File: src/mem_defines.svh
`ifndef MEM_DEFINES_SVH
`define MEM_DEFINES_SVH

// byte address width seen by both requesters and the memory
`define MEM_ADDR_W 20

// one storage line and one data word
`define MEM_LINE_W 128
`define MEM_WORD_W 32

// storage depth in lines, and the index width that addresses them
`define MEM_LINES 4096
`define MEM_LINE_IDX_W 12

`endif

File: src/mem_line_pkg.sv
`include "mem_defines.svh"

package mem_line_pkg;

	// size of a data-port write
	typedef enum logic {
		WSIZE_WORD = 1'b0,
		WSIZE_BYTE = 1'b1
	} wsize_e;

	// one full storage line, word lane 0 in the least significant bits
	typedef logic [`MEM_LINE_W-1:0] line_t;

	// selects one of the four words of a line, or one of the four bytes of a word
	typedef logic [1:0] lane_t;

endpackage

File: src/mem_arb_pkg.sv
package mem_arb_pkg;

	// current owner of the shared memory port
	typedef enum logic [1:0] {
		SRC_NONE  = 2'd0,
		SRC_FETCH = 2'd1,
		SRC_DATA  = 2'd2
	} req_src_e;

	// idle, or waiting for the read response of the owner
	typedef enum logic {
		ARB_IDLE = 1'b0,
		ARB_WAIT = 1'b1
	} arb_state_e;

endpackage

File: src/mem_arbiter.sv
`timescale 1ns/1ps

`include "mem_defines.svh"

module mem_arbiter (
	input  logic                        clk,
	input  logic                        rst_n_i,

	input  logic                        fetch_read_i,
	input  logic [`MEM_ADDR_W-1:0]      fetch_addr_i,
	output logic                        fetch_busy_o,
	output logic                        fetch_ready_o,
	output mem_line_pkg::line_t         fetch_data_o,
	output logic [`MEM_ADDR_W-1:0]      fetch_ready_addr_o,

	input  logic                        data_read_i,
	input  logic                        data_write_i,
	input  logic [`MEM_ADDR_W-1:0]      data_addr_i,
	input  logic [`MEM_WORD_W-1:0]      data_wdata_i,
	input  mem_line_pkg::wsize_e        data_wsize_i,
	output logic                        data_busy_o,
	output logic                        data_ready_o,
	output mem_line_pkg::line_t         data_rdata_o,

	output logic                        mem_read_o,
	output logic                        mem_write_o,
	output logic [`MEM_ADDR_W-1:0]      mem_addr_o,
	output logic [`MEM_WORD_W-1:0]      mem_wdata_o,
	output mem_line_pkg::wsize_e        mem_wsize_o,
	input  logic                        mem_ready_i,
	input  mem_line_pkg::line_t         mem_rdata_i,
	input  logic [`MEM_ADDR_W-1:0]      mem_raddr_i
);

	mem_arb_pkg::arb_state_e state_q;
	mem_arb_pkg::arb_state_e state_d;
	mem_arb_pkg::req_src_e   owner_q;
	mem_arb_pkg::req_src_e   owner_d;

	// fetch slot
	logic                    fetch_valid_q;
	logic [`MEM_ADDR_W-1:0]  fetch_addr_q;

	// data slot
	logic                    data_valid_q;
	logic                    data_is_write_q;
	logic [`MEM_ADDR_W-1:0]  data_addr_q;
	logic [`MEM_WORD_W-1:0]  data_wdata_q;
	mem_line_pkg::wsize_e    data_wsize_q;

	logic                    data_strobe;
	logic                    issue_data;
	logic                    issue_fetch;
	logic                    data_done;

	assign data_strobe = data_read_i || data_write_i;

	// data has fixed priority, and nothing issues while a read is outstanding
	assign issue_data  = (state_q == mem_arb_pkg::ARB_IDLE) && data_valid_q;
	assign issue_fetch = (state_q == mem_arb_pkg::ARB_IDLE) && !data_valid_q && fetch_valid_q;

	assign mem_read_o  = issue_fetch || (issue_data && !data_is_write_q);
	assign mem_write_o = issue_data && data_is_write_q;
	assign mem_addr_o  = issue_data ? data_addr_q : fetch_addr_q;
	assign mem_wdata_o = data_wdata_q;
	assign mem_wsize_o = data_wsize_q;

	// the response goes to whoever issued the outstanding read
	assign fetch_ready_o      = mem_ready_i && (owner_q == mem_arb_pkg::SRC_FETCH);
	assign fetch_data_o       = mem_rdata_i;
	assign fetch_ready_addr_o = mem_raddr_i;
	assign data_ready_o       = mem_ready_i && (owner_q == mem_arb_pkg::SRC_DATA);
	assign data_rdata_o       = mem_rdata_i;

	// a write is finished once issued, a read once its response is back
	assign data_done = (issue_data && data_is_write_q) || data_ready_o;

	// busy drops in the response cycle so the requester may strobe right away
	assign fetch_busy_o = fetch_valid_q && !fetch_ready_o;
	assign data_busy_o  = data_valid_q && !data_ready_o;

	// a new strobe wins over the clear of the previous request
	always_ff @(posedge clk) begin
		if (!rst_n_i) begin
			fetch_valid_q <= 1'b0;
		end else if (fetch_read_i) begin
			fetch_valid_q <= 1'b1;
		end else if (fetch_ready_o) begin
			fetch_valid_q <= 1'b0;
		end
	end

	always_ff @(posedge clk) begin
		if (fetch_read_i) begin
			fetch_addr_q <= fetch_addr_i;
		end
	end

	always_ff @(posedge clk) begin
		if (!rst_n_i) begin
			data_valid_q <= 1'b0;
		end else if (data_strobe) begin
			data_valid_q <= 1'b1;
		end else if (data_done) begin
			data_valid_q <= 1'b0;
		end
	end

	always_ff @(posedge clk) begin
		if (data_strobe) begin
			data_is_write_q <= data_write_i;
			data_addr_q     <= data_addr_i;
			data_wdata_q    <= data_wdata_i;
			data_wsize_q    <= data_wsize_i;
		end
	end

	always_comb begin
		state_d = state_q;
		owner_d = owner_q;
		case (state_q)
			mem_arb_pkg::ARB_IDLE: begin
				// writes finish in their issue cycle and need no wait
				if (mem_read_o) begin
					state_d = mem_arb_pkg::ARB_WAIT;
					owner_d = issue_data ? mem_arb_pkg::SRC_DATA : mem_arb_pkg::SRC_FETCH;
				end
			end
			mem_arb_pkg::ARB_WAIT: begin
				if (mem_ready_i) begin
					state_d = mem_arb_pkg::ARB_IDLE;
					owner_d = mem_arb_pkg::SRC_NONE;
				end
			end
			default: begin
				state_d = mem_arb_pkg::ARB_IDLE;
				owner_d = mem_arb_pkg::SRC_NONE;
			end
		endcase
	end

	always_ff @(posedge clk) begin
		if (!rst_n_i) begin
			state_q <= mem_arb_pkg::ARB_IDLE;
			owner_q <= mem_arb_pkg::SRC_NONE;
		end else begin
			state_q <= state_d;
			owner_q <= owner_d;
		end
	end

	// requesters must honour busy, a slot holds a single request
	a_fetch_no_strobe_when_busy: assert property (
		@(posedge clk) disable iff (!rst_n_i)
		!(fetch_read_i && fetch_busy_o)
	) else $error("mem_arbiter: fetch strobe while busy");

	a_data_no_strobe_when_busy: assert property (
		@(posedge clk) disable iff (!rst_n_i)
		!(data_strobe && data_busy_o)
	) else $error("mem_arbiter: data strobe while busy");

	// the memory answers an issued read on the next cycle, and only then
	a_read_answered_next_cycle: assert property (
		@(posedge clk) disable iff (!rst_n_i)
		mem_read_o |=> mem_ready_i
	) else $error("mem_arbiter: read response did not follow the issue");

	a_ready_only_when_waiting: assert property (
		@(posedge clk) disable iff (!rst_n_i)
		mem_ready_i |-> (state_q == mem_arb_pkg::ARB_WAIT)
	) else $error("mem_arbiter: memory response with no read outstanding");

endmodule

File: config.mk
export PLATFORM = sky130hd
export DESIGN_NAME = mem_arbiter
export DESIGN_NICKNAME = d
export VERILOG_FILES = /design/src/mem_line_pkg.sv /design/src/mem_arb_pkg.sv /design/src/mem_arbiter.sv
export VERILOG_INCLUDE_DIRS = /design/src
export SDC_FILE = /design/constraint.sdc
export NUM_CORES = 1
export LEC_CHECK = 0
export BUFFER_PORTS_ARGS = -buffer_cell sky130_fd_sc_hd__buf_2
export CORE_AREA = 2 2 220 222
export CTS_CLUSTER_SIZE = 12
export DETAILED_ROUTE_END_ITERATION = 12
export DIE_AREA = 0 0 222 224
export GPL_TIMING_DRIVEN = 1
export SLEW_MARGIN = 20
export SYNTH_ARGS = -nofsm -noshare
export SYNTH_HDL_FRONTEND = slang
export SYNTH_SLANG_ARGS = --single-unit
File: constraint.sdc
create_clock -name clk -period 1.7 [get_ports clk]
set_input_delay 0.17 -clock clk [delete_from_list [all_inputs] [get_ports clk]]
set_output_delay 0.17 -clock clk [all_outputs]
set_load 0.02 [all_outputs]
==> metrics.md, run 1 <==
| Metric | Value |
|---|---|
| Worst rel slew slack | 0.600 |
| CP Data Arrival Time | 1550 ps |
| N_diodes | 0 |
| Routed wire length | 23200 um |
| Hold Path Cell Cnt | 1 |
| Delay of the slowest critical-path stage | 330 ps |
| Startpoint types | flop |
| Die area | 49700 um2 |
| Site Rows | 80 |
| Final #Nets | 567 |
| FMAX | 581 MHz |
| Cell with the most instances after synthesis | buf_4 |
| Failing checks | setup timing |
| I/O Buffers | ~140 |
| Antenna viol nets, final | 0 |
| CTS max path bufs | 2 |
| Die extent in x | 222 um |
| Initial antenna violation count | 0 |
| Fin crit share | 1.01 |
| Post-Syn Area | 4870 um2 |
| CTS Sinks | 79 |
| Synth Warn # | 0 |
| HP Class | in2reg |
| PwrDens | approximately 990 nW/um2 |
| CP Class | reg2out |
| Core ar. | around 47000 um2 |
| Syn Inst Count | 403 |
| Post-Syn Area per Cell | 12.1 um2 |
| Htree depth | 3 |
| Root buf cell | clkbuf_16 |
| Pre-CTS setup slack | 277 ps |
| Slew Viols, Final | 0 |
| Least-Margin Pin Slew | 600 ps |
| Reg2reg path depth | 4 |
| Skew final | 4.40 ps |
| Synth Register Bits | 79 |
| Pin count of the biggest net entering global routing | 51 |
| Async S/R FF share, synth | 0 |
| Leak pwr | 2.08 nW |
| Die Y | 224 um |
| Final Setup Violations | 4 |
| Routed vias/inst | 2.60 |
| Starting Density | 0.103 |
| Fin cells | 960 |
| Syn_nets | 630 |
| Hold WS | 15.5 ps |
| CTS tree | done |
| Dpl cells | 880 |
| Routability congestion estimate | 0.717 |
| CP required | 1530 ps |
| DR vias | 2498 |
| Initial drt markers | between 100 and 150 |
| Area contributors post-synth | edfxtp_1 46%, buf_4 43%, mux2_4 5.9% |
| Yosys cell types | 22 |
| First-pass GRT wire length | 28300 um |
| Most used DFF post-synth | edfxtp_1 |
| Crit path time final | 1720 ps |
| Unrepaired setup endpoints after global routing | yes |
| First-pass DRT Iterations | 4 |
| Peak supply drop | 0.000753 V |
| EDFF count, synth | 74 |
| Layout area overhead | 11.1% |
| Synth top cells by count | 276 x buf_4, 74 x edfxtp_1, 19 x mux2_4 |
| Later-pin clock latency in the skew report | between 300 and 400 ps |
| Cell taking the most area after synthesis | edfxtp_1 |
| Worst path slowest cell | dfxtp_2 |
| Worst Setup Slack, final | -21.0 ps |
| Half-perimeter wire length after placement | 19100 um |
| Max Cap Viol | 0 |
| GRT Total Usage | 0.0876 |
| Sequential element share of the synthesized area | 0.477 |
| Vias in the first global route | 2825 |
| Crit end category | primary output |
| Crit-path cells | nand2b_4, clkbuf_16, mux2_4, buf_6 |
| Status | finished, violations left |
| Share of the synthesized area in the top cell type | 0.456 |
| Num ports | 562 |
| # DRC | 0 |
| Clock transition at path regs | about 60 ps |
| Layout cell share with drive strength beyond 1 | 0.536 |
| Routed length per instance | 24.2 um |
| Num CTS Buffers | 9 |
| CP Max Fanout | 5 |
| Total grt overflow | 0 |
| Final Util | 0.114 |
| Final Hold Fails | 0 |
-- layout make-up --
cell class                      instances  area (um2)
Clock buffer                            9         225
Clock inverter                          7        80.1
Fill cell                            5287       41900
Inverter                                2        7.51
Multi-Input combinational cell         44         458
Sequential cell                        79        2320
Tap cell                              615         769
Timing Repair Buffer                  204        1550
-- report_power, final --
group          total (W)  switching [W]  internal [W]
clock network    0.00199       0.000839       0.00115
logic           0.000970       0.000468      0.000502
registers        0.00238      0.0000641       0.00231
total            0.00534        0.00137       0.00397
-- registers in the layout (all words and copies together), names as in the netlist --
name	cells
fetch_addr_q	20
state_q	1
fetch_valid_q	1
mem_wdata_o	32
data_addr_q	20
owner_q	2
data_valid_q	1
data_is_write_q	1
mem_wsize_o	1
-- worst paths after layout --
kind / endpoint / startpoint / slack, ps
max reg2reg: state_q / data_valid_q / 610
min reg2reg: owner_q[0] / owner_q[0] / 520
min: data_addr_q[17] / data_addr_i[17] / 20
max: mem_addr_o[4] / state_q / -20
-- timing repair --
| item | in CTS | in global routing |
|---|---|---|
| endpoints found under the hold margin | 59 | 0 |
| resized for setup | 33 | 15 |
| cloned | 2 | 1 |
| setup buffers | 1 | 1 |
| pin swaps | 0 | 0 |
| hold buffers | 59 | 0 |
| endpoints found under the setup margin | 20 | 16 |
-- worst max-delay path, delay by kind of cell, from the launching register on --
kind | cells | cell delay [ps]
simple gates | 1 | 220
buf+inv | 2 | 340
flops | 1 | 330
mux | 1 | 310
-- per-stage QoR --
stage / TNS [ps] / area [um2] / total power [W]
floorplan: 0 / 4870 / 0.00375
global placement: 0 / 4280 / 0.00311
detailed placement: 0 / 4280 / 0.00311
CTS: -417 / 5330 / 0.00532
global route: -534 / 5410 / 0.00551
finish: -36.3 / 5410 / 0.00534
-- cell families (layout without fill, tap and decap cells) --
kind of cell    after synthesis  after routing  share of synthesized area
flops                        79             79                      0.477
simple gates                 15             15                     0.0164
buf+inv                     280            222                      0.432
compound gates                9              9                     0.0141
mux                          20             20                     0.0609
-- metal layers --
metal	share of wire	vias up	track usage
met1	0.16	1014	0.0364
met3	0.28	42	0.112
met5	0.0023	-	0.00782
met4	0.025	2	0.0323
met2	0.53	519	0.167
li1	-	921	-
-- layout by cell type (no fill, tap or decap), drive strengths merged, types with 2 or more instances in the layout --
master and count:
nand2 2, dfxtp 5, buf 144, inv 4, clkinvlp 4, mux2 20, edfxtp 74, o2bb2ai 2
clkbuf 10, dlygate4sd3 59, nand2b 4, o21a 2, nor2 5
(Power assumes the default switching activity.)
==> run 2: changes to the inputs <==
--- a/config.mk
+++ b/config.mk
@@ -6,11 +6,13 @@
 export SDC_FILE = /design/constraint.sdc
 export NUM_CORES = 1
 export LEC_CHECK = 0
+export ABC_AREA = 1
 export BUFFER_PORTS_ARGS = -buffer_cell sky130_fd_sc_hd__buf_2
-export CORE_AREA = 2 2 220 222
+export CORE_AREA = 2 2 219 221
+export CTS_CLUSTER_DIAMETER = 60
 export CTS_CLUSTER_SIZE = 12
 export DETAILED_ROUTE_END_ITERATION = 12
-export DIE_AREA = 0 0 222 224
+export DIE_AREA = 0 0 221 223
 export GPL_TIMING_DRIVEN = 1
 export SLEW_MARGIN = 20
 export SYNTH_ARGS = -nofsm -noshare
==> constraint.sdc (replaced) <==
create_clock -name clk -period 1.66 [get_ports clk]
set_input_delay 0.166 -clock clk [delete_from_list [all_inputs] [get_ports clk]]
set_output_delay 0.166 -clock clk [all_outputs]
set_load 0.02 [all_outputs]
==> run 2 against run 1 <==
  * The run now ends clean
  * Via count is 7.6% higher
  * Sequential share of layout area is 1.8 points higher
  * Sequential power is 3% higher
  * Clock power is 5% higher
  * Design area is 4.1% lower
  * Sequential cell count stayed put
  * Clock skew is 3.7 ps lower
  * Count of clock-buffer cells in the layout stayed put
  * Critical path type unchanged
  * Highest routed layer unchanged
==> metrics.md, run 2 <==
| Metric | Value |
|---|---|
| Unrepaired setup endpoints after global routing | yes |
| R2R Path Start | state_q |
| Die extent in x | 221 um |
| First-pass DRT Iterations | 4 |
| CP Max Fanout | 21 |
| Most used DFF post-synth | edfxtp_1 |
| Gate power share | 0.150 |
| FMAX | slightly above 600 MHz |
| Crit end category | primary output |
| Worst Setup Slack, final | approximately 44 ps |
| Leak pwr | just over 2 nW |
| Final #Nets | 619 |
| CTS tree | done |
| Root buf cell | clkbuf_16 |
| Initial antenna violation count | 1 |
| Die area | 49300 um2 |
| Syn_nets | 683 |
| CP required | 1490 ps |
| Max Cap Viol | 0 |
| Fin crit share | 0.974 |
| Sequential element share of the synthesized area | 0.481 |
| Least-Margin Pin Slew | around 630 ps |
| Layout cell share with drive strength beyond 1 | 0.413 |
| Most used cell, CP | nand2_1 |
| Num ports | 562 |
| Post-CTS Setup Repair Bufs | 0 |
| Layout area overhead | 7.41% |
| Antenna viol nets, final | 0 |
| Post-Syn Area | 4830 um2 |
| Fillers | 5286 |
| Peak supply drop | just over 0.001 V |
| Routed length per instance | 22.5 um |
| Commonest non-fill, non-tap cell in the layout | buf_2 |
| Routed wire length | 22800 um |
| Worst rel slew slack | 0.582 |
| CP Class | reg2out |
| Die Y | 223 um |
| HP Class | in2reg |
| Synth top cells by count | 278 x buf_4, 74 x edfxtp_1, 65 x nand2_1 |
| N_diodes | 0 |
| I/O Buffers | 137 |
| Routability congestion estimate | roughly 0.73 |
| Startpoint types | flop |
| Synth Register Bits | 79 |
| First-pass GRT wire length | 28200 um |
| Htree depth | 3 |
| Pin count of the biggest net entering global routing | 55 |
| Cell with the most instances after synthesis | buf_4 |
| Switching fraction of total power | 0.267 |
| Crit path time final | 1620 ps |
| Delay of the slowest critical-path stage | 340 ps |
| Design Power | 0.00531 W |
| Share of the synthesized area in the top cell type | 0.460 |
| Site Rows | 80 |
| Later-pin clock latency in the skew report | between 300 and 400 ps |
| Syn Inst Count | roughly 460 |
| Total grt overflow | 0 |
| # DRC | 0 |
| EDFF count, synth | 74 |
| Clock network fraction of design power | 0.391 |
| Post-Syn Area per Cell | 10.6 um2 |
| Skew final | 0.674 ps |
| Half-perimeter wire length after placement | 19200 um |
| CTS max path bufs | 2 |
| Most frequent cells in the layout | 137 x buf_2, 74 x edfxtp_1, 66 x dlygate4sd3_1, 65 x nand2_1, 10 x nor2_1 |
| Crit-path cells | inv_2, nand2_4, inv_6, nand2_1, nand2_1, buf_2 |
| CP Data Arrival Time | about 1500 ps |
| Yosys cell types | 16 |
| CTS Sinks | about 80 |
| Final Hold Fails | 0 |
| Cell taking the most area after synthesis | edfxtp_1 |
| PwrDens | between 1000 and 1500 nW/um2 |
| Worst Setup SP | state_q |
| Post-Place Cell Area | approximately 4200 um2 |
| Synth Warn # | 0 |
| GRT Total Usage | 0.0876 |
| Sequential fraction of design power | 0.458 |
| DR vias | about 2.7k |
| Vias in the first global route | 2963 |
| Hold Crit Start | data_addr_i[15] |
| Starting Density | 0.102 |
| Max reg flops | 32 |
| Worst path slowest cell | dfxtp_1 |
| Psw | roughly 0.0014 W |
| Routed vias/inst | 2.66 |
| Async S/R FF share, synth | 0 |
| Initial drt markers | 130 |
| Area contributors post-synth | edfxtp_1 46%, buf_4 43%, nand2_1 5.1% |
| P_int | ~0.0039 W |
| Num CTS Buffers | 9 |
| Core ar. | about 47000 um2 |
| Final Setup Violations | 0 |
| Pre-CTS setup slack | 307 ps |
| Slew Viols, Final | 0 |
| Clock transition at path regs | approximately 60 ps |
| Fin area | 5190 um2 |
| Status | finished clean |
## run 2: cell types whose count changed in the layout (fill, tap and decap cells not counted), moves of 5 or more
| cell | delta |
|---|---|
| nor2_1 | +5 |
| dlygate4sd3_1 | +7 |
| mux2_4 | -20 |
| nand2_1 | +63 |
| inv_1 | +6 |
| buf_2 | +21 |
| buf_6 | -20 |
## run 2: metrics by stage
stage                       util  hold slack [ps]  setup TNS (ps)  std cells
after floorplan                -              265               0        456
after global placement    0.0892              332               0        930
after detailed placement  0.0892              332               0        930
after CTS                  0.110             3.04               0       1012
after global routing       0.110             3.68           -74.6       1012
final                      0.110             14.7               0       1012
## run 2: logic make-up after synthesis
logic type,count (synthesis),synth area share
flip-flops,79,0.481
buffers and inverters,292,0.447
AND/OR/NAND/NOR,81,0.0671
AO/OA/AOI/OAI,4,0.00544
## run 2: final timing paths
kind,to,slack (ps),depth (start not counted)
worst min-delay path,data_addr_q[15],10,1
worst max-delay path,mem_addr_o[12],40,6
worst min register to register,data_valid_q,530,2
worst max register to register,owner_q[1],540,6
## run 2: routing by layer
| metal | track usage | vias to the layer above | share of wire |
|---|---|---|---|
| met5 | 0.0117 | - | 0.0048 |
| li1 | - | 1041 | - |
| met4 | 0.0494 | 4 | 0.046 |
| met2 | 0.151 | 509 | 0.49 |
| met3 | 0.110 | 44 | 0.28 |
| met1 | 0.0429 | 1090 | 0.17 |
## run 2: power groups by stage
stage / clock (W) / combinational, W / sequential [W]
after floorplan: 0 / 0.00123 / 0.00256
after global placement: 0 / 0.000666 / 0.00248
after detailed placement: 0 / 0.000670 / 0.00248
after CTS: 0.00211 / 0.000797 / 0.00244
after global routing: 0.00217 / 0.000863 / 0.00245
final: 0.00208 / 0.000798 / 0.00244
## run 2: critical path: cells and delay by family, from the launching register on
family,cells,cell delay (ps)
buffers and inverters,3,430
and+or+nand+nor,3,320
DFF,1,340
## run 2: area by class of cell
class                   instances  area [um2]  area share
well taps                     615         769       0.148
inverters                      12        53.8      0.0104
repair buffers                205        1380       0.266
clock inverters                 7        83.8      0.0162
multi-input cells              85         350      0.0675
clock buffers                   9         225      0.0434
flip-flops and latches         79        2320       0.448
## run 2: repair_timing
action | 4_1_cts | 5_1_grt
gates resized for setup | 3 | 1
hold buffers | 66 | 0
hold endpoints to repair | 66 | 0
setup endpoints to repair | 20 | 5
==> run 3: changes to the inputs <==
--- a/config.mk
+++ b/config.mk
@@ -8,12 +8,15 @@
 export LEC_CHECK = 0
 export ABC_AREA = 1
 export BUFFER_PORTS_ARGS = -buffer_cell sky130_fd_sc_hd__buf_2
-export CORE_AREA = 2 2 219 221
+export CELL_PAD_IN_SITES_DETAIL_PLACEMENT = 0
+export CELL_PAD_IN_SITES_GLOBAL_PLACEMENT = 1
+export CORE_AREA = 2 2 221 223
 export CTS_CLUSTER_DIAMETER = 60
 export CTS_CLUSTER_SIZE = 12
 export DETAILED_ROUTE_END_ITERATION = 12
-export DIE_AREA = 0 0 221 223
+export DIE_AREA = 0 0 223 225
 export GPL_TIMING_DRIVEN = 1
+export PLACE_DENSITY_LB_ADDON = 0.1
 export SLEW_MARGIN = 20
 export SYNTH_ARGS = -nofsm -noshare
 export SYNTH_HDL_FRONTEND = slang
==> constraint.sdc (replaced) <==
create_clock -name clk -period 1.78 [get_ports clk]
set_input_delay 0.178 -clock clk [delete_from_list [all_inputs] [get_ports clk]]
set_output_delay 0.178 -clock clk [all_outputs]
set_load 0.02 [all_outputs]
==> run 3 against run 2 <==
  * Sequential cell count unchanged
  * Final cell count up 1.2%
  * Count of clock-buffer cells in the layout unchanged
  * Die area up 1.8%
  * Worst setup slack better by 86 ps
  * Critical path depth unchanged
  * Critical endpoint is now mem_addr_o[19]
  * Largest power group unchanged
==> metrics.md, run 3 (synthesized netlist as in run 2, its figures left out) <==
| Metric | Value |
|---|---|
| Status | finished clean |
| Fillers | 5402 |
| CP required | 1600 ps |
| Layout area overhead | 9.51% |
| Max reg flops | 32 |
| Die area | ~50000 um2 |
| R2R Path Start | state_q |
| PwrDens | 958 nW/um2 |
| CP Max Fanout | 9 |
| Die extent in x | around 220 um |
| Pre-CTS setup slack | 380 ps |
| Least-Margin Pin Slew | 613 ps |
| I/O Buffers | 137 |
| Pin count of the biggest net entering global routing | 43 |
| Initial antenna violation count | 1 |
| Peak supply drop | 0.000468 V |
| Antenna viol nets, final | 0 |
| Most frequent cells in the layout | 137 x buf_2, 74 x edfxtp_1, 74 x dlygate4sd3_1, 65 x nand2_1, 10 x nor2_1 |
| First-pass DRT Iterations | 4 |
| Root buf cell | clkbuf_16 |
| # DRC | 0 |
| Clock transition at path regs | 70 ps |
| Worst Setup Slack, final | 130 ps |
| Layout cell share with drive strength beyond 1 | 0.407 |
| Final #Nets | 630 |
| Slew Viols, Final | 0 |
| Routability congestion estimate | 0.681 |
| Later-pin clock latency in the skew report | 380 ps |
| Worst Setup SP | state_q |
| Num ports | ~560 |
| First-pass GRT wire length | 27100 um |
| Hold WS | between 40 and 50 ps |
| Die Y | ~230 um |
| Routed length per instance | 20.6 um |
| Crit-path cells | inv_2, nand2_4, buf_6, nand2_1, nand2_1, buf_2 |
| Worst path slowest cell | dfxtp_1 |
| Startpoint types | flop |
| Fin crit share | 0.927 |
| CTS Sinks | 79 |
| P_int | 0.00363 W |
| Hold Crit Start | rst_n_i |
| Total grt overflow | 0 |
| Num CTS Buffers | 9 |
| Half-perimeter wire length after placement | ~18000 um |
| Max Cap Viol | 0 |
| HP Class | in2reg |
| Setup TNS | 0 ps |
| Unrepaired setup endpoints after global routing | no |
| Leak pwr | 2.12 nW |
| Post-Place Cell Area | 4230 um2 |
| Vias in the first global route | 2977 |
| Htree depth | 3 |
| Routed wire length | roughly 21000 um |
| Psw | roughly 0.0014 W |
| Register area | 2320 um2 |
| FMAX | between 600 and 700 MHz |
| Initial drt markers | 87 |
| Core ar. | 47500 um2 |
| CTS tree | done |
| Final Util | 0.111 |
| Fin area | 5290 um2 |
| Site Rows | 80 |
| Sequential fraction of design power | 0.446 |
| Area of the multi-input gates | 350 um2 |
| Delay of the slowest critical-path stage | between 300 and 400 ps |
| Switching fraction of total power | 0.283 |
| CP Data Arrival Time | 1470 ps |
| Worst rel slew slack | 0.591 |
| Final Setup Violations | 0 |
| Starting Density | 0.102 |
| Most used cell, CP | nand2_1 |
| Routed vias/inst | 2.57 |
| DR vias | ~2.6k |
| CTS max path bufs | 2 |
| Clock network fraction of design power | 0.398 |
| GRT Total Usage | 0.0822 |
| Skew final | between 6 and 7 ps |
| CP Class | reg2out |
| Crit end category | primary output |
| Gate power share | 0.156 |
| Final Hold Fails | 0 |
| Crit path time final | 1650 ps |
| Commonest non-fill, non-tap cell in the layout | buf_2 |
-- run 3: metal layers --
layer,up-vias,global-route usage,part of all wire
li1,1063,-,-
met4,4,0.0409,0.038
met1,1080,0.0545,0.25
met3,56,0.105,0.26
met5,-,0.0147,0.0046
met2,433,0.126,0.45
-- run 3: per-stage QoR --
step / total power, W / instances
6_report: 0.00507 / 1024
5_1_grt: 0.00537 / 1024
4_1_cts: 0.00527 / 1023
3_5_place_dp: 0.00299 / 933
3_3_place_gp: 0.00299 / 933
2_1_floorplan: 0.00354 / 456
-- run 3: final timing paths --
| check | endpoint | slack (ps) | cells past startpoint |
|---|---|---|---|
| max | mem_addr_o[19] | 130 | 6 |
| min | state_q | 50 | 3 |
| max reg2reg | owner_q[1] | 690 | 6 |
| min reg2reg | owner_q[0] | 550 | 2 |
-- run 3: layout make-up --
cell class	count	area share
flip-flops and latches	79	0.439
repair buffers	216	0.281
well taps	615	0.145
multi-input cells	85	0.0662
clock buffers	9	0.0426
clock inverters	7	0.0149
inverters	12	0.00994
diodes	1	0.000473
-- run 3: worst max-delay path: cells and delay by family, from the launching register on --
family        cells  cell delay [ps]
simple gates      3              310
buf+inv           3              420
flops             1              360
-- run 3: power groups by stage --
stage / Clock [W] / Sequential [W] / Combinational [W]
2_1_floorplan: 0 / 0.00239 / 0.00115
3_3_place_gp: 0 / 0.00230 / 0.000686
3_5_place_dp: 0 / 0.00230 / 0.000686
4_1_cts: 0.00219 / 0.00226 / 0.000820
5_1_grt: 0.00222 / 0.00228 / 0.000871
6_report: 0.00202 / 0.00226 / 0.000791
-- run 3: repair_timing --
action,4_1_cts,5_1_grt
endpoints found under the setup margin,14,4
resized for setup,2,3
setup buffers,0,0
hold buffers,74,0
endpoints found under the hold margin,74,0
gates cloned,0,0
